File: config.mk
export PLATFORM = sky130hd
export DESIGN_NAME = board_top
export DESIGN_NICKNAME = d
export VERILOG_FILES = /design/src/rtl/board_pkg.sv /design/src/rtl/periph_pkg.sv /design/src/rtl/reset_hold.sv /design/src/rtl/apb_ctrl.sv /design/src/rtl/gpio_regs.sv /design/src/rtl/led_pwm.sv /design/src/rtl/uart_tx.sv /design/src/rtl/board_top.sv
export SDC_FILE = /design/constraint.sdc
export NUM_CORES = 1
export LEC_CHECK = 0
export ABC_AREA = 1
export ABC_CLOCK_PERIOD_IN_PS = 3000
export BUFFER_PORTS_ARGS = -buffer_cell sky130_fd_sc_hd__clkbuf_2
export CAP_MARGIN = 10
export CORE_AREA = 4 4 131 133
export DETAILED_ROUTE_END_ITERATION = 10
export DIE_AREA = 0 0 135 137
export PLACE_DENSITY = 0.38
export SYNTH_ARGS = -nofsm -noshare
export SYNTH_HDL_FRONTEND = slang
export SYNTH_SLANG_ARGS = --single-unit
File: constraint.sdc
create_clock -name clk -period 3 [get_ports clk]
set_input_delay 0.75 -clock clk [delete_from_list [all_inputs] [get_ports clk]]
set_output_delay 0.75 -clock clk [all_outputs]
set_load 0.1 [all_outputs]
File: src/rtl/board_pkg.sv
package board_pkg;

	// ************************************************************************
	// pin-side types
	// ************************************************************************

	localparam int unsigned GPIO_OUT_W = 4;	// gpio output pins

	// one 6-bit word, up in the msb
	typedef struct packed
	{
		logic up;
		logic down;
		logic left;
		logic right;
		logic a;
		logic b;
	} buttons_t;

	typedef struct packed
	{
		logic r;
		logic g;
		logic b;
	} rgb_t;

endpackage

File: src/rtl/periph_pkg.sv
package periph_pkg;

	// ************************************************************************
	// apb3 request and response
	// ************************************************************************

	typedef struct packed
	{
		logic        psel;
		logic        penable;
		logic        pwrite;
		logic [7:0]  paddr;
		logic [15:0] pwdata;
	} apb_req_t;

	typedef struct packed
	{
		logic        pready;
		logic        pslverr;
		logic [15:0] prdata;
	} apb_rsp_t;

	// ************************************************************************
	// register map
	// ************************************************************************

	localparam logic [7:0] ADDR_GPIO_OUT  = 8'h00;
	localparam logic [7:0] ADDR_GPIO_IN   = 8'h04;	// read only
	localparam logic [7:0] ADDR_GPIO_EDGE = 8'h08;	// write 1 to clear
	localparam logic [7:0] ADDR_LED       = 8'h0C;
	localparam logic [7:0] ADDR_UART_DATA = 8'h10;	// write only, reads 0
	localparam logic [7:0] ADDR_UART_STAT = 8'h14;	// read only

	typedef enum logic [2:0]
	{
		GPIO_OUT,
		GPIO_IN,
		GPIO_EDGE,
		LED,
		UART_DATA,
		UART_STAT,
		NONE
	} reg_sel_t;

	// write strobe plus the decoded register, select is valid every cycle
	typedef struct packed
	{
		logic        we;
		reg_sel_t    sel;
		logic [15:0] data;
	} reg_wr_t;

	// led register fields
	localparam int unsigned LED_DUTY_W = 4;
	localparam int unsigned LED_R_LSB  = 0;
	localparam int unsigned LED_G_LSB  = 4;
	localparam int unsigned LED_B_LSB  = 8;

	localparam int unsigned UART_BUSY_BIT = 0;	// in UART_STAT

endpackage

File: src/rtl/reset_hold.sv
module reset_hold #(
	parameter int unsigned RESET_HOLD = 16
)
(
	input  logic clk,
	input  logic arst_n,
	output logic sys_rst_n
);

	localparam int unsigned CNT_W = $clog2(RESET_HOLD + 1);

	logic [CNT_W-1:0] count;

	// internal reset asserts with arst_n, releases after the hold count
	always_ff @(posedge clk or negedge arst_n)
	begin
		if (!arst_n)
		begin
			count     <= '0;
			sys_rst_n <= 1'b0;
		end
		else if (count == CNT_W'(RESET_HOLD))
		begin
			sys_rst_n <= 1'b1;	// saturated
		end
		else
		begin
			count <= count + 1'b1;
		end
	end

endmodule

File: src/rtl/apb_ctrl.sv
module apb_ctrl
(
	input  logic                 clk,
	input  logic                 sys_rst_n,
	input  periph_pkg::apb_req_t apb_req,
	output periph_pkg::apb_rsp_t apb_rsp,
	output periph_pkg::reg_wr_t  reg_wr,
	input  logic [15:0]          gpio_rdata,
	input  logic [15:0]          led_rdata,
	input  logic [15:0]          uart_rdata,
	input  logic                 uart_busy
);

	import periph_pkg::*;

	// SETUP means psel was seen, so the bus is in its first access cycle
	typedef enum logic [1:0]
	{
		IDLE,
		SETUP,
		ACCESS,
		WAIT
	} state_t;

	state_t      state;
	state_t      state_nxt;
	reg_sel_t    sel;
	logic        err;
	logic        stall;
	logic        done;
	logic [15:0] rdata;

	// ************************************************************************
	// address decode
	// ************************************************************************

	always_comb
	begin
		case (apb_req.paddr)
			ADDR_GPIO_OUT:  sel = GPIO_OUT;
			ADDR_GPIO_IN:   sel = GPIO_IN;
			ADDR_GPIO_EDGE: sel = GPIO_EDGE;
			ADDR_LED:       sel = LED;
			ADDR_UART_DATA: sel = UART_DATA;
			ADDR_UART_STAT: sel = UART_STAT;
			default:        sel = NONE;
		endcase
	end

	assign err = (sel == NONE) ||
		(apb_req.pwrite && ((sel == GPIO_IN) || (sel == UART_STAT)));

	// uart data write has to wait for the frame in flight
	assign stall = apb_req.pwrite && (sel == UART_DATA) && uart_busy;

	// ************************************************************************
	// state machine
	// ************************************************************************

	always_comb
	begin
		state_nxt = state;
		case (state)
			IDLE:
				if (apb_req.psel)	// also a transfer held over reset
					state_nxt = SETUP;
			SETUP:
				state_nxt = stall ? WAIT : IDLE;
			WAIT:
				if (!uart_busy)
					state_nxt = ACCESS;	// complete next cycle
			default:
				state_nxt = IDLE;
		endcase
	end

	always_ff @(posedge clk or negedge sys_rst_n)
	begin
		if (!sys_rst_n)
			state <= IDLE;
		else
			state <= state_nxt;
	end

	assign done = apb_req.psel && apb_req.penable &&
		(((state == SETUP) && !stall) || (state == ACCESS));

	always_comb
	begin
		case (sel)
			GPIO_OUT, GPIO_IN, GPIO_EDGE: rdata = gpio_rdata;
			LED:                          rdata = led_rdata;
			UART_DATA, UART_STAT:         rdata = uart_rdata;
			default:                      rdata = '0;
		endcase
	end

	assign apb_rsp.pready  = done;
	assign apb_rsp.pslverr = done && err;
	assign apb_rsp.prdata  = (done && !apb_req.pwrite) ? rdata : '0;

	assign reg_wr.we   = done && apb_req.pwrite && !err;	// one cycle strobe
	assign reg_wr.sel  = sel;
	assign reg_wr.data = apb_req.pwdata;

endmodule

File: src/rtl/gpio_regs.sv
module gpio_regs
(
	input  logic                                 clk,
	input  logic                                 sys_rst_n,
	input  periph_pkg::reg_wr_t                  reg_wr,
	input  board_pkg::buttons_t                  buttons,
	output logic [board_pkg::GPIO_OUT_W-1:0]     gpio,
	output logic [15:0]                          rdata
);

	import periph_pkg::*;
	import board_pkg::*;

	buttons_t               sync1;
	buttons_t               sync2;
	buttons_t               sync_prev;
	logic [5:0]             rise;
	logic [5:0]             edge_q;
	logic [GPIO_OUT_W-1:0]  out_q;

	assign rise = sync2 & ~sync_prev;

	always_ff @(posedge clk or negedge sys_rst_n)
	begin
		if (!sys_rst_n)
		begin
			sync1     <= '0;
			sync2     <= '0;
			sync_prev <= '0;
			edge_q    <= '0;
			out_q     <= '0;
		end
		else
		begin
			sync1     <= buttons;	// pins are async
			sync2     <= sync1;
			sync_prev <= sync2;
			// new rising edge beats a clear in the same cycle
			if (reg_wr.we && (reg_wr.sel == GPIO_EDGE))
				edge_q <= (edge_q & ~reg_wr.data[5:0]) | rise;
			else
				edge_q <= edge_q | rise;
			if (reg_wr.we && (reg_wr.sel == GPIO_OUT))
				out_q <= reg_wr.data[GPIO_OUT_W-1:0];
		end
	end

	assign gpio = out_q;

	always_comb
	begin
		case (reg_wr.sel)
			GPIO_OUT:  rdata = {{(16 - GPIO_OUT_W){1'b0}}, out_q};
			GPIO_IN:   rdata = {10'b0, sync2};
			GPIO_EDGE: rdata = {10'b0, edge_q};
			default:   rdata = '0;
		endcase
	end

endmodule

File: src/rtl/led_pwm.sv
module led_pwm
(
	input  logic                clk,
	input  logic                sys_rst_n,
	input  periph_pkg::reg_wr_t reg_wr,
	output board_pkg::rgb_t     led,
	output logic [15:0]         rdata
);

	import periph_pkg::*;

	logic [LED_DUTY_W-1:0] duty_r;
	logic [LED_DUTY_W-1:0] duty_g;
	logic [LED_DUTY_W-1:0] duty_b;
	logic [LED_DUTY_W-1:0] pwm_cnt;

	always_ff @(posedge clk or negedge sys_rst_n)
	begin
		if (!sys_rst_n)
		begin
			duty_r  <= '0;
			duty_g  <= '0;
			duty_b  <= '0;
			pwm_cnt <= '0;
			led     <= '0;
		end
		else
		begin
			pwm_cnt <= pwm_cnt + 1'b1;	// free running, wraps at 16
			if (reg_wr.we && (reg_wr.sel == LED))
			begin
				duty_r <= reg_wr.data[LED_R_LSB +: LED_DUTY_W];
				duty_g <= reg_wr.data[LED_G_LSB +: LED_DUTY_W];
				duty_b <= reg_wr.data[LED_B_LSB +: LED_DUTY_W];
			end
			led.r <= pwm_cnt < duty_r;	// d high cycles per period
			led.g <= pwm_cnt < duty_g;
			led.b <= pwm_cnt < duty_b;
		end
	end

	always_comb
	begin
		rdata = '0;
		if (reg_wr.sel == LED)
		begin
			rdata[LED_R_LSB +: LED_DUTY_W] = duty_r;
			rdata[LED_G_LSB +: LED_DUTY_W] = duty_g;
			rdata[LED_B_LSB +: LED_DUTY_W] = duty_b;
		end
	end

endmodule

File: src/rtl/uart_tx.sv
module uart_tx #(
	parameter int unsigned BAUD_DIV = 217
)
(
	input  logic                clk,
	input  logic                sys_rst_n,
	input  periph_pkg::reg_wr_t reg_wr,
	output logic                txd,
	output logic                busy,
	output logic [15:0]         rdata
);

	import periph_pkg::*;

	localparam int unsigned CNT_W = $clog2(BAUD_DIV);

	logic [CNT_W-1:0] baud_cnt;
	logic [3:0]       bit_cnt;
	logic [9:0]       shreg;	// stop, data, start
	logic             load;

	assign load = reg_wr.we && (reg_wr.sel == UART_DATA);

	// ************************************************************************
	// 8N1 shifter
	// ************************************************************************

	always_ff @(posedge clk or negedge sys_rst_n)
	begin
		if (!sys_rst_n)
		begin
			shreg    <= '1;	// line idles high
			busy     <= 1'b0;
			baud_cnt <= '0;
			bit_cnt  <= '0;
		end
		else if (load)
		begin
			shreg    <= {1'b1, reg_wr.data[7:0], 1'b0};
			busy     <= 1'b1;
			baud_cnt <= CNT_W'(BAUD_DIV - 1);
			bit_cnt  <= '0;
		end
		else if (busy)
		begin
			if (baud_cnt != '0)
			begin
				baud_cnt <= baud_cnt - 1'b1;
			end
			else
			begin
				baud_cnt <= CNT_W'(BAUD_DIV - 1);
				shreg    <= {1'b1, shreg[9:1]};	// lsb first
				if (bit_cnt == 4'd9)
					busy <= 1'b0;	// end of stop bit
				else
					bit_cnt <= bit_cnt + 1'b1;
			end
		end
	end

	assign txd = shreg[0];

	always_comb
	begin
		rdata = '0;
		if (reg_wr.sel == UART_STAT)
			rdata[UART_BUSY_BIT] = busy;
	end

endmodule

File: src/rtl/board_top.sv
module board_top #(
	parameter int unsigned RESET_HOLD = 16,
	parameter int unsigned BAUD_DIV   = 217
)
(
	input  logic                             clk,
	input  logic                             arst_n,
	input  periph_pkg::apb_req_t             apb_req,
	output periph_pkg::apb_rsp_t             apb_rsp,
	input  board_pkg::buttons_t              buttons,
	output logic [board_pkg::GPIO_OUT_W-1:0] gpio,
	output board_pkg::rgb_t                  led,
	output logic                             uart_txd
);

	import periph_pkg::*;

	logic        sys_rst_n;
	reg_wr_t     reg_wr;
	logic [15:0] gpio_rdata;
	logic [15:0] led_rdata;
	logic [15:0] uart_rdata;
	logic        uart_busy;

	reset_hold #(
		.RESET_HOLD(RESET_HOLD)
	) reset_hold0 (
		.clk       (clk),
		.arst_n    (arst_n),
		.sys_rst_n (sys_rst_n)
	);

	apb_ctrl apb_ctrl0 (
		.clk        (clk),
		.sys_rst_n  (sys_rst_n),
		.apb_req    (apb_req),
		.apb_rsp    (apb_rsp),
		.reg_wr     (reg_wr),
		.gpio_rdata (gpio_rdata),
		.led_rdata  (led_rdata),
		.uart_rdata (uart_rdata),
		.uart_busy  (uart_busy)
	);

	gpio_regs gpio_regs0 (
		.clk       (clk),
		.sys_rst_n (sys_rst_n),
		.reg_wr    (reg_wr),
		.buttons   (buttons),
		.gpio      (gpio),
		.rdata     (gpio_rdata)
	);

	led_pwm led_pwm0 (
		.clk       (clk),
		.sys_rst_n (sys_rst_n),
		.reg_wr    (reg_wr),
		.led       (led),
		.rdata     (led_rdata)
	);

	uart_tx #(
		.BAUD_DIV(BAUD_DIV)
	) uart_tx0 (
		.clk       (clk),
		.sys_rst_n (sys_rst_n),
		.reg_wr    (reg_wr),
		.txd       (uart_txd),
		.busy      (uart_busy),
		.rdata     (uart_rdata)
	);

endmodule

## After elaboration in Yosys (flattened, before gate mapping)

Index checks and enable logic that the tools add are counted.

| storage, ports and cells | value |
|---|---|
| bits in registers | 78 |
| latch bits | 0 |
| bits in writable memories | 0 |
| ROM bits | 0 |
| input bits | 35 |
| output and inout port bits | 26 |
| logic and storage cells | 121 |
| memories kept | 0 |

| cells by class | value |
|---|---|
| add/subtract/negate cells | 4 |
| multiply operators | 0 |
| div/mod/pow operators | 0 |
| magnitude comparators | 3 |
| equality and inequality tests | 20 |
| shifts and indexed selects | 0 |
| multiplexer cells | 24 |
| bitwise gates (word level) | 6 |
| reduce and logical (&&, ||, !) cells | 30 |

Operator list:

| operator | number |
|---|---|
| $pmux W16 S3 | 1 |
| $mux W10 | 3 |
| $mux W8 | 3 |
| $pmux W3 S6 | 1 |
| $pmux W6 S3 | 1 |
| $eq A8 B4 Y1 const B | 2 |
| $eq A8 B5 Y1 const B | 2 |
| $mux W16 | 1 |
| $mux W4 | 4 |
| $logic_and A1 B1 Y1 | 14 |
| $and A6 B6 Y6 | 2 |
| $lt A4 B4 Y1 | 3 |
| $not A6 Y6 | 2 |
| $or A6 B6 Y6 | 2 |
| $eq A3 B3 Y1 const B | 3 |
| $add A4 B1 Y4 const B | 2 |
| $eq A8 B3 Y1 const B | 1 |
| $logic_not A8 Y1 | 1 |
| $reduce_bool A8 Y1 | 1 |
| $sub A8 B1 Y8 const B | 1 |
| $eq A3 B2 Y1 const B | 2 |
| $mux W2 | 3 |
| $mux W6 | 1 |
| $pmux W2 S3 | 1 |
| other kinds (18) | 30 |

## Depth between registers and ports, before layout

Gate-level depths: netlist (run 1).

| depth | value |
|---|---|
| depth after elaboration | 14 |
| depth in mapped cells | 13 |
| mapped depth without buffers | 12 |

## By module

From an unflattened synthesis (run 1), not the netlist that was laid out.

| unflattened totals | value |
|---|---|
| cell total of the unflattened synthesis | 639 |
| area total of the unflattened synthesis | 4,863.4 µm² |

By module, submodules not included:

| module | instances | cells an instance | area each (µm²) | seq. area each (µm²) |
|---|---|---|---|---|
| uart_tx | 1 | 186 | 1,421.4 | 561.8 |
| gpio_regs | 1 | 115 | 1,107.3 | 700.7 |
| led_pwm | 1 | 130 | 1,077.3 | 475.5 |
| apb_ctrl | 1 | 170 | 952.2 | 50.0 |
| reset_hold | 1 | 38 | 305.3 | 150.1 |

## Worst setup path before layout (run 1)

OpenSTA, ideal clock, no wires.

| path | value |
|---|---|
| kind | input to output |
| start point | in apb_req[21] (netlist bit) |
| end point | out apb_rsp[10] (netlist bit) |
| data arrival time | 3,677 ps |
| data required time | 2,250 ps |
| setup slack | -1,427 ps |
| cell stages on the path | 8 |
| path buffers | 1 |
| cells stage by stage | nor2_1 -> nand3_2 -> nand3_2 -> nor2_4 -> a21oi_1 -> buf_4 -> nand2_2 -> nor3_1 |

RTL lines:

| what | RTL line | RTL |
|---|---|---|
| start: declaration | board_top.sv:8 | `input periph_pkg::apb_req_t apb_req,` |
| end: declaration | board_top.sv:9 | `output periph_pkg::apb_rsp_t apb_rsp,` |

==> qor.yml, run 1 <==
pwr:
  combinationalPowerShare: 0.036
  leakagePower_nw: 2.544
  pwr-share-clk: 0.496
  total_power_w: 0.002260
  p_sw_frac: 0.2206
  power_density_nw_per_um2: 428.6
  pwr-share-seq: 0.468
  p_sw_w: 0.0004986
  ir_worst_vdd_uv: 253.1
  p_int_w: 0.001761
synth:
  netlist_area_um2: 3968
  syn_inst: 458
  synthDominantCellAreaShare: 0.4289
  synth_async_sr_flop_share: 1.000
  synth_area_leaders: "dfrtp_1 43%, nand2_1 11%, inv_1 6.9%, dfstp_2 6.0%, ha_1 5.0%"
  seq_area_frac_synth: 0.4885
  synth-seq-cells: 77
  synth_cell_types: 45
  avgSynthCellArea_um2: 8.663
  yosysTopAreaCell: "dfrtp_1"
  synth_edf_count: 0
  yosysWarnings: 0
  ys.flop_type: "dfrtp_1"
setup_path:
  path_max_fanout: 11
  rr_worst_depth: 7
  cp-start-kind: "input port"
  cp.arrival_ns: 2.15
  end_kind: "primary output"
  crit_required_ns: 2.25
  criticalPathCategory: "in2out"
cells_and_area:
  final_nets: 576
  n_antenna_cell: 0
  drive_above_1_share: 0.2566
  fillers: 1680
  area_growth_pct: 32.89
  design_area_um2: 5273
place:
  detailed_place.area_um2: 4947
  hpwl_mm: 7.236
  place.gp.congestion: 0.7774
  io_buffers: 52
drt:
  drtPass1Iterations: 4
  remaining_drc_errors: 0
  wl_per_cell_um: 13.32
  first_iter_violations: 181
  vias_per_cell: 4.233
  wirelength_mm: 9.938
  routed-via-count: 3158
  antenna_left: 0
global_route:
  grt_pass1_vias: 3289
  grt_pass1_wl_mm: 16.65
  track_usage: 0.1157
  antenna_found_initial: 0
  overflow: 0
  grt_max_degree: 73
sta:
  finClkSkew_ns: 0.008736
  finalSetupViolations: 0
  hold_viol: 0
  worst_pin_slew_ns: 0.9736
  max_freq_mhz: 344.3
  post-route-period-util: 0.9682
  rsz0062_at_grt: "no"
  finalCriticalPeriod_ns: 2.905
  maxSlewViolCount: 0
  slew_headroom: 0.3449
run_status:
  outcome: "completed"
floorplanning:
  coreArea_um2: 15830
  ios: 61
  dieHeight_um: 137
  start_util: 0.2507
  die_area_um2: 18500
  rows: 46
  die_w_um: 135
hold_path:
  hold_path.class: "in2async"
cts:
  clock_tree.buffer_depth: 2
  cts_tree: "yes"
  cts.clk_slew.worst_paths_ns: 0.06
  clock-sinks: 77
  clock_latency_ns: 0.35
  cts-root-buf: "clkbuf_16"
  cts_buffers: 9
  h-tree-depth: 3
  post_cts_buffers: 0
run:
  drv_cap: 0
[state kept, by name (all words and copies together), names as in the netlist, 5 cells and up]
| signal | cells |
|---|---|
| gpio_regs0.edge_q | 6 |
| uart_tx0.shreg | 9 |
| uart_tx0.baud_cnt | 8 |
| reset_hold0.count | 5 |
| gpio_regs0.sync1 | 6 |
| gpio_regs0.sync2 | 6 |
| gpio_regs0.sync_prev | 6 |
[synthesized netlist by cell type, types with 2 or more instances]
master	n
nand2_1	121
dfrtp_1	68
inv_1	73
nor2_2	2
a21oi_1	9
xnor2_1	4
nand3_2	3
nor2_1	20
a221oi_1	2
buf_4	8
nand2_2	4
o21ai_1	6
nor2_4	3
nor3_1	9
nand4_1	11
or2_2	3
o311ai_0	4
buf_6	2
a41oi_1	2
o21ai_2	2
xor2_1	8
o211ai_1	3
inv_2	4
nand2_4	2
dfstp_2	9
nand3_1	26
ha_1	16
o21ai_0	16
a21o_1	2
[repair_timing]
item	CTS	global route
endpoints found under the setup margin	0	11
hold buffers	0	0
resized for setup	0	3
[worst paths after layout]
kind,slack [ns],to,startpoint
min in group clk,0.35,gpio_regs0.sync2[0]$_DFF_PN0_,gpio_regs0.sync1[0]$_DFF_PN0_
setup / recovery,0.1,apb_rsp[10],apb_req[17]
max in group asynchronous,1.90,led_pwm0.led[0]$_DFF_PN0_,reset_hold0.sys_rst_n$_DFFE_PN0N_
setup reg to reg,1.06,uart_tx0.bit_cnt[3]$_DFFE_PN0P_,uart_tx0.baud_cnt[2]$_DFFE_PN0P_
hold reg to reg,0.35,gpio_regs0.sync2[0]$_DFF_PN0_,gpio_regs0.sync1[0]$_DFF_PN0_
hold / removal,0.22,reset_hold0.count[4]$_DFFE_PN0P_,arst_n
[worst max-delay path: stages]
cell and delay [ns]:
clkbuf_2 0.11, nor2_4 0.15, nand3_4 0.10, nand3_4 0.08, nor2_4 0.05, a21oi_4 0.18, buf_12 0.18, nand2_8 0.10
nor3_4 0.25, buf_12 0.20
[layout make-up]
class | instances | area [um2] | share of cell area
sequential | 77 | 1942 | 0.3683
multi-input combinational | 296 | 1878 | 0.3562
timing repair buffer | 64 | 585.6 | 0.1111
inverter | 77 | 292.8 | 0.05553
tap | 216 | 270.3 | 0.05126
clock buffer | 12 | 256.5 | 0.04865
clock inverter | 4 | 47.55 | 0.009018
[cell usage in the layout, fill, tap and decap left out, drive strengths merged, types with 3 or more instances in the layout]
cell and instances:
nand3 29, nor2 26, nor3 9, ha 16
buf 26, o211ai 4, xnor2 4, dfstp 9
or2 3, o21ai 25, o311ai 4, nand4 13
clkbuf 50, inv 76, a21oi 9, dfrtp 68
nand2 128, conb 4, xor2 8
[power by group through the flow]
| stage | registers, W | logic (W) | clock network [W] |
|---|---|---|---|
| after floorplan | 0.00107 | 0.0000502 | 0 |
| after global placement | 0.00108 | 0.0000817 | 0 |
| after detailed placement | 0.00108 | 0.0000813 | 0 |
| after CTS | 0.00106 | 0.0000817 | 0.00117 |
| after global routing | 0.00106 | 0.0000895 | 0.00120 |
| final | 0.00106 | 0.0000815 | 0.00112 |
[logic make-up after synthesis]
| kind of cell | share of synthesized area |
|---|---|
| xor gates and xnor gates | 0.02649 |
| adders and majority gates | 0.05046 |
| buffers and inverters | 0.09587 |
| AOI/OAI and AO/OA | 0.08484 |
| and+or+nand+nor | 0.2529 |
| DFF | 0.4885 |
| other | 0.0009452 |
[routing by layer]
metal	wire length [um]	GRT usage	up-vias
met5	0	0	-
met4	149	0.03919	0
met3	485	0.03713	11
met2	4624	0.1873	57
met1	4679	0.1464	1498
li1	-	-	1592
[through the flow]
step / std cells / utilization / worst slack, ns / setup TNS (ns) / hold WS, ns
2_1_floorplan: 461 / - / -0.1432 / -0.9760 / 0.3312
3_3_place_gp: 729 / 0.3126 / 0.02444 / 0 / 0.3342
3_5_place_dp: 729 / 0.3126 / 0.007549 / 0 / 0.3347
4_1_cts: 745 / 0.3318 / 0.008191 / 0 / 0.2086
5_1_grt: 746 / 0.3331 / 0.0004916 / 0 / 0.2192
6_report: 746 / 0.3331 / 0.09547 / 0 / 0.2209
(Power assumes the default switching activity.)
==> inputs of run 2 (changes only) <==
--- a/config.mk
+++ b/config.mk
@@ -9,9 +9,10 @@
 export ABC_CLOCK_PERIOD_IN_PS = 3000
 export BUFFER_PORTS_ARGS = -buffer_cell sky130_fd_sc_hd__clkbuf_2
 export CAP_MARGIN = 10
-export CORE_AREA = 4 4 131 133
+export CORE_AREA = 8 8 135 137
 export DETAILED_ROUTE_END_ITERATION = 10
-export DIE_AREA = 0 0 135 137
+export DIE_AREA = 0 0 143 145
+export HOLD_SLACK_MARGIN = 0.12
 export PLACE_DENSITY = 0.38
 export SYNTH_ARGS = -nofsm -noshare
 export SYNTH_HDL_FRONTEND = slang
==> qor.yml, run 2 (synthesis gave the netlist of run 1 again) <==
run_status:
  outcome: "completed"
pwr:
  power_density_nw_per_um2: 455.7
  ir_worst_vdd_uv: 263.7
  leakagePower_nw: 2.562
  total_power_w: 0.002429
cts:
  cts_tree: "yes"
  clock-sinks: 77
  clock_latency_ns: 0.34
  cts_buffers: 9
  cts-root-buf: "clkbuf_16"
  h-tree-depth: 3
  cts.clk_slew.worst_paths_ns: 0.06
  ctsHoldBuffers: 0
  clock_tree.buffer_depth: 2
global_route:
  overflow: 0
  track_usage: 0.1045
  antenna_found_initial: 0
  grt_pass1_vias: 3374
  grt_max_degree: 72
  grt_pass1_wl_mm: 16.99
floorplanning:
  start_util: 0.2453
  coreArea_um2: 16170
  die_w_um: 143
  dieHeight_um: 145
  die_area_um2: 20740
  rows: 47
  ios: 61
cells_and_area:
  drive_above_1_share: 0.2618
  layout_common_cells: "121 x nand2_1, 71 x inv_1, 67 x dfrtp_1"
  mostFrequentLayoutCell: "nand2_1"
  largest_reg_flops: 9
  final_nets: 577
  seqCellArea_um2: 1939
  area_growth_pct: 34.34
  largest-register: "uart_tx0.shreg"
  multi_input_area_um2: 1874
  fillers: 1691
  n_antenna_cell: 0
  reg.largest.list: "uart_tx0.shreg x9, uart_tx0.baud_cnt x8"
drt:
  antenna_left: 0
  wl_per_cell_um: 13.54
  drtPass1Iterations: 4
  first_iter_violations: 204
  routed-via-count: 3164
  remaining_drc_errors: 0
  vias_per_cell: 4.213
  wirelength_mm: 10.17
hold_path:
  hold_path.class: "in2async"
setup_path:
  crit_required_ns: 2.25
  path_cells: "clkbuf_2 > nor2_4 > nand3_4 > nand3_4 > nor2_4 > a21oi_4 > nand3_2 > a31oi_4 > buf_12"
  critical_path.max_stage_delay_ns: 0.26
  slowest_stage: "a21oi_4"
  path_max_fanout: 3
  end_kind: "primary output"
  criticalPathCategory: "in2out"
  cp.arrival_ns: 2.17
  cp-start-kind: "input port"
sta:
  finalCriticalPeriod_ns: 2.921
  hold_viol: 0
  finClkSkew_ns: 0.009690
  post-route-period-util: 0.9738
  worst_pin_slew_ns: 0.9403
  hold_ws_ns: 0.2256
  rsz0062_at_grt: "no"
  finalSetupViolations: 0
  max_freq_mhz: 342.3
  setup-tns-final_ns: 0
  maxSlewViolCount: 0
  slew_headroom: 0.3674
place:
  place.gp.congestion: 0.7931
  hpwl_mm: 7.610
  io_buffers: 52
run:
  drv_cap: 0
==> run 2: final cells by class <==
class                           instances  share of cell area
Multi-Input combinational cell        295              0.3516
Clock inverter                          5             0.02019
Timing Repair Buffer                   66              0.1122
Tap cell                              220             0.05164
Clock buffer                           11             0.04554
Sequential cell                        77              0.3638
Inverter                               77             0.05493
==> run 2: per-stage QoR <==
step,setup slack (ns),cell area [um2],instances,utilization
3_5_place_dp,-0.1701,4932,734,0.3050
6_report,0.07869,5330,751,0.3296
4_1_cts,0.01495,5295,750,0.3274
2_1_floorplan,-0.1432,4183,461,-
5_1_grt,0.005280,5330,751,0.3296
3_3_place_gp,-0.1230,4932,734,0.3050
==> run 2: final timing paths <==
kind | depth (start not counted) | from | to | slack (ns)
worst max register to register | 8 | apb_ctrl0.state[1]$_DFFE_PN0P_ | led_pwm0.duty_r[1]$_DFFE_PN0P_ | 1.09
min in group clk | 0 | gpio_regs0.sync1[3]$_DFF_PN0_ | gpio_regs0.sync2[3]$_DFF_PN0_ | 0.35
worst min register to register | 0 | gpio_regs0.sync1[3]$_DFF_PN0_ | gpio_regs0.sync2[3]$_DFF_PN0_ | 0.35
worst max-delay path | 9 | apb_req[23] | apb_rsp[0] | 0.08
worst min-delay path | 1 | arst_n | reset_hold0.count[4]$_DFFE_PN0P_ | 0.23
max in group asynchronous | 1 | reset_hold0.sys_rst_n$_DFFE_PN0N_ | led_pwm0.led[0]$_DFF_PN0_ | 1.88
==> run 2: metal layers <==
layer | wire [um] | up-vias | part of all wire | global-route usage
met2 | 4774 | 60 | 0.47 | 0.1671
li1 | - | 1596 | - | -
met5 | 0 | - | 0 | 0
met3 | 566 | 16 | 0.056 | 0.04035
met4 | 195 | 0 | 0.019 | 0.03243
met1 | 4630 | 1492 | 0.46 | 0.1262
==> run 2: timing repair <==
item                                    4_1_cts  5_1_grt
setup buffers                                 0        1
endpoints found under the setup margin        3        5
pin swaps                                     0        4
gates resized for setup                       2       10
==> run 2: worst max-delay path, delay by kind of cell <==
kind / cells / cell delay (ns)
compound gates: 2 / 0.51
simple gates: 5 / 0.60
buf+inv: 2 / 0.30
==> run 2: report_power, final <==
group | switching (W) | total, W | internal, W
combinational | 0.0000598 | 0.0000854 | 0.0000256
sequential | 0.00000509 | 0.00106 | 0.00105
clock | 0.000446 | 0.00129 | 0.000841
==> inputs of run 3 (changes only) <==
==> constraint.sdc (replaced) <==
create_clock -name clk -period 3 [get_ports clk]
set_input_delay 0.9 -clock clk [delete_from_list [all_inputs] [get_ports clk]]
set_output_delay 0.9 -clock clk [all_outputs]
set_load 0.1 [all_outputs]
==> qor.yml, run 3 (synthesis gave the netlist of run 1 again) <==
setup_path:
  cp.arrival_ns: 2.28
  path_max_fanout: 4
  cp-start-kind: "input port"
  end_kind: "primary output"
  startpoint: "apb_req[17]"
  crit_required_ns: 2.10
  reg2reg_from: "apb_ctrl0.state[1]$_DFFE_PN0P_"
  criticalPathCategory: "in2out"
cells_and_area:
  largest-register: "uart_tx0.shreg"
  final_nets: 607
  area_growth_pct: 42.73
  drive_above_1_share: 0.3333
  seqCellArea_um2: 1939
  fillers: 1690
  layout_common_cells: "114 x nand2_1, 70 x inv_1, 67 x dfrtp_1"
  reg.largest.list: "uart_tx0.shreg x9, uart_tx0.baud_cnt x8"
  multi_input_area_um2: 1974
  largest_reg_flops: 9
  mostFrequentLayoutCell: "nand2_1"
  layout.cells.non_filler: 781
  n_antenna_cell: 0
drt:
  first_iter_violations: 260
  antenna_left: 0
  wl_per_cell_um: 13.22
  drtPass1Iterations: 4
  routed-via-count: 3263
  vias_per_cell: 4.178
  wirelength_mm: 10.32
  remaining_drc_errors: 0
sta:
  slew_headroom: 0.3516
  setup-tns-final_ns: -2.031
  worst_pin_slew_ns: 0.9637
  finClkSkew_ns: 0.004790
  maxSlewViolCount: 0
  finalSetupViolations: 14
  rsz0062_at_grt: "yes"
  setup_ws_ns: -0.1800
  finalCriticalPeriod_ns: 3.180
  post-route-period-util: 1.060
  max_freq_mhz: 314.5
  hold_viol: 0
  hold_ws_ns: 0.3192
cts:
  cts_buffers: 9
  h-tree-depth: 3
  cts-root-buf: "clkbuf_16"
  clock-sinks: 77
  cts.clk_slew.worst_paths_ns: 0.06
  ctsHoldBuffers: 0
  clock_tree.buffer_depth: 2
  cts_tree: "yes"
  clock_latency_ns: 0.34
global_route:
  grt_max_degree: 38
  grt_pass1_wl_mm: 16.77
  overflow: 0
  grt_pass1_vias: 3298
  track_usage: 0.1034
  antenna_found_initial: 0
pwr:
  leakagePower_nw: 2.727
  ir_worst_vdd_uv: 280.3
  power_density_nw_per_um2: 406.1
floorplanning:
  die_area_um2: 20740
  ios: 61
  die_w_um: 143
  start_util: 0.2453
  dieHeight_um: 145
  coreArea_um2: 16170
  rows: 47
place:
  hpwl_mm: 7.726
  post-place-cells: 754
  place_ws_ns: -0.3840
  io_buffers: 52
  place.gp.congestion: 0.7583
run:
  drv_cap: 0
run_status:
  outcome: "finished with violations"
  violations: "negative setup slack"
hold_path:
  hold_path.class: "reg2async"
==> run 3: cell count changes in the layout (fill, tap and decap cells not counted), sizes merged <==
| cell | previous run | this run |
|---|---|---|
| buf | 29 | 61 |
| bufinv | 3 | 1 |
| clkbuf | 48 | 43 |
| clkinvlp | 1 | 2 |
| inv | 77 | 80 |
| nand2 | 127 | 128 |
==> run 3: path summary, 6_finish.rpt <==
path | end | slack (ns) | cells past startpoint
min reg2reg | gpio_regs0.edge_q[0]$_DFF_PN0_ | 0.32 | 1
max | apb_rsp[1] | -0.18 | 10
max in group asynchronous | uart_tx0.shreg[6]$_DFFE_PN1P_ | 2.30 | 1
max reg2reg | led_pwm0.duty_r[1]$_DFFE_PN0P_ | 1.11 | 9
min in group clk | gpio_regs0.sync2[5]$_DFF_PN0_ | 0.35 | 0
min | gpio_regs0.edge_q[0]$_DFF_PN0_ | 0.32 | 1
==> run 3: worst max-delay path: stages <==
cell and delay [ns]:
buf_6 0.10, nor2_4 0.15, nand3_4 0.10, nand3_4 0.11
nor2_4 0.05, a21oi_4 0.16, buf_12 0.16, nand2_4 0.12
a41oi_4 0.22, buf_12 0.20
==> run 3: timing repair <==
action | in CTS | in global routing
cloned | 0 | 1
endpoints found under the setup margin | 14 | 14
setup buffers | 2 | 11
pin swaps | 16 | 14
hold endpoints to repair | 0 | 0
gates resized for setup | 13 | 33
==> run 3: cell type report <==
| type | count | area share |
|---|---|---|
| tap | 220 | 0.04861 |
| timing repair buffer | 95 | 0.1544 |
| clock buffer | 9 | 0.03977 |
| multi-input combinational | 296 | 0.3487 |
| inverter | 77 | 0.05170 |
| sequential | 77 | 0.3425 |
| clock inverter | 7 | 0.01436 |
==> run 3: stage by stage <==
stage               cell area, um2  power, W    util
floorplan                     4184  0.001124       -
global placement              5109  0.001167  0.3159
detailed placement            5109  0.001168  0.3159
CTS                           5484  0.002337  0.3391
global route                  5663  0.002400  0.3502
finish                        5663  0.002300  0.3502
==> run 3: where the power goes <==
part	internal (W)	switching, W
logic	0.0000376	0.0000658
registers	0.00105	0.00000547
clock network	0.000658	0.000482
==> run 3: routing by layer <==
layer | up-vias | wire length [um] | track usage
li1 | 1655 | - | -
met5 | - | 0 | 0
met3 | 10 | 559 | 0.03871
met2 | 55 | 4912 | 0.1631
met1 | 1543 | 4668 | 0.1264
met4 | 0 | 181 | 0.03509
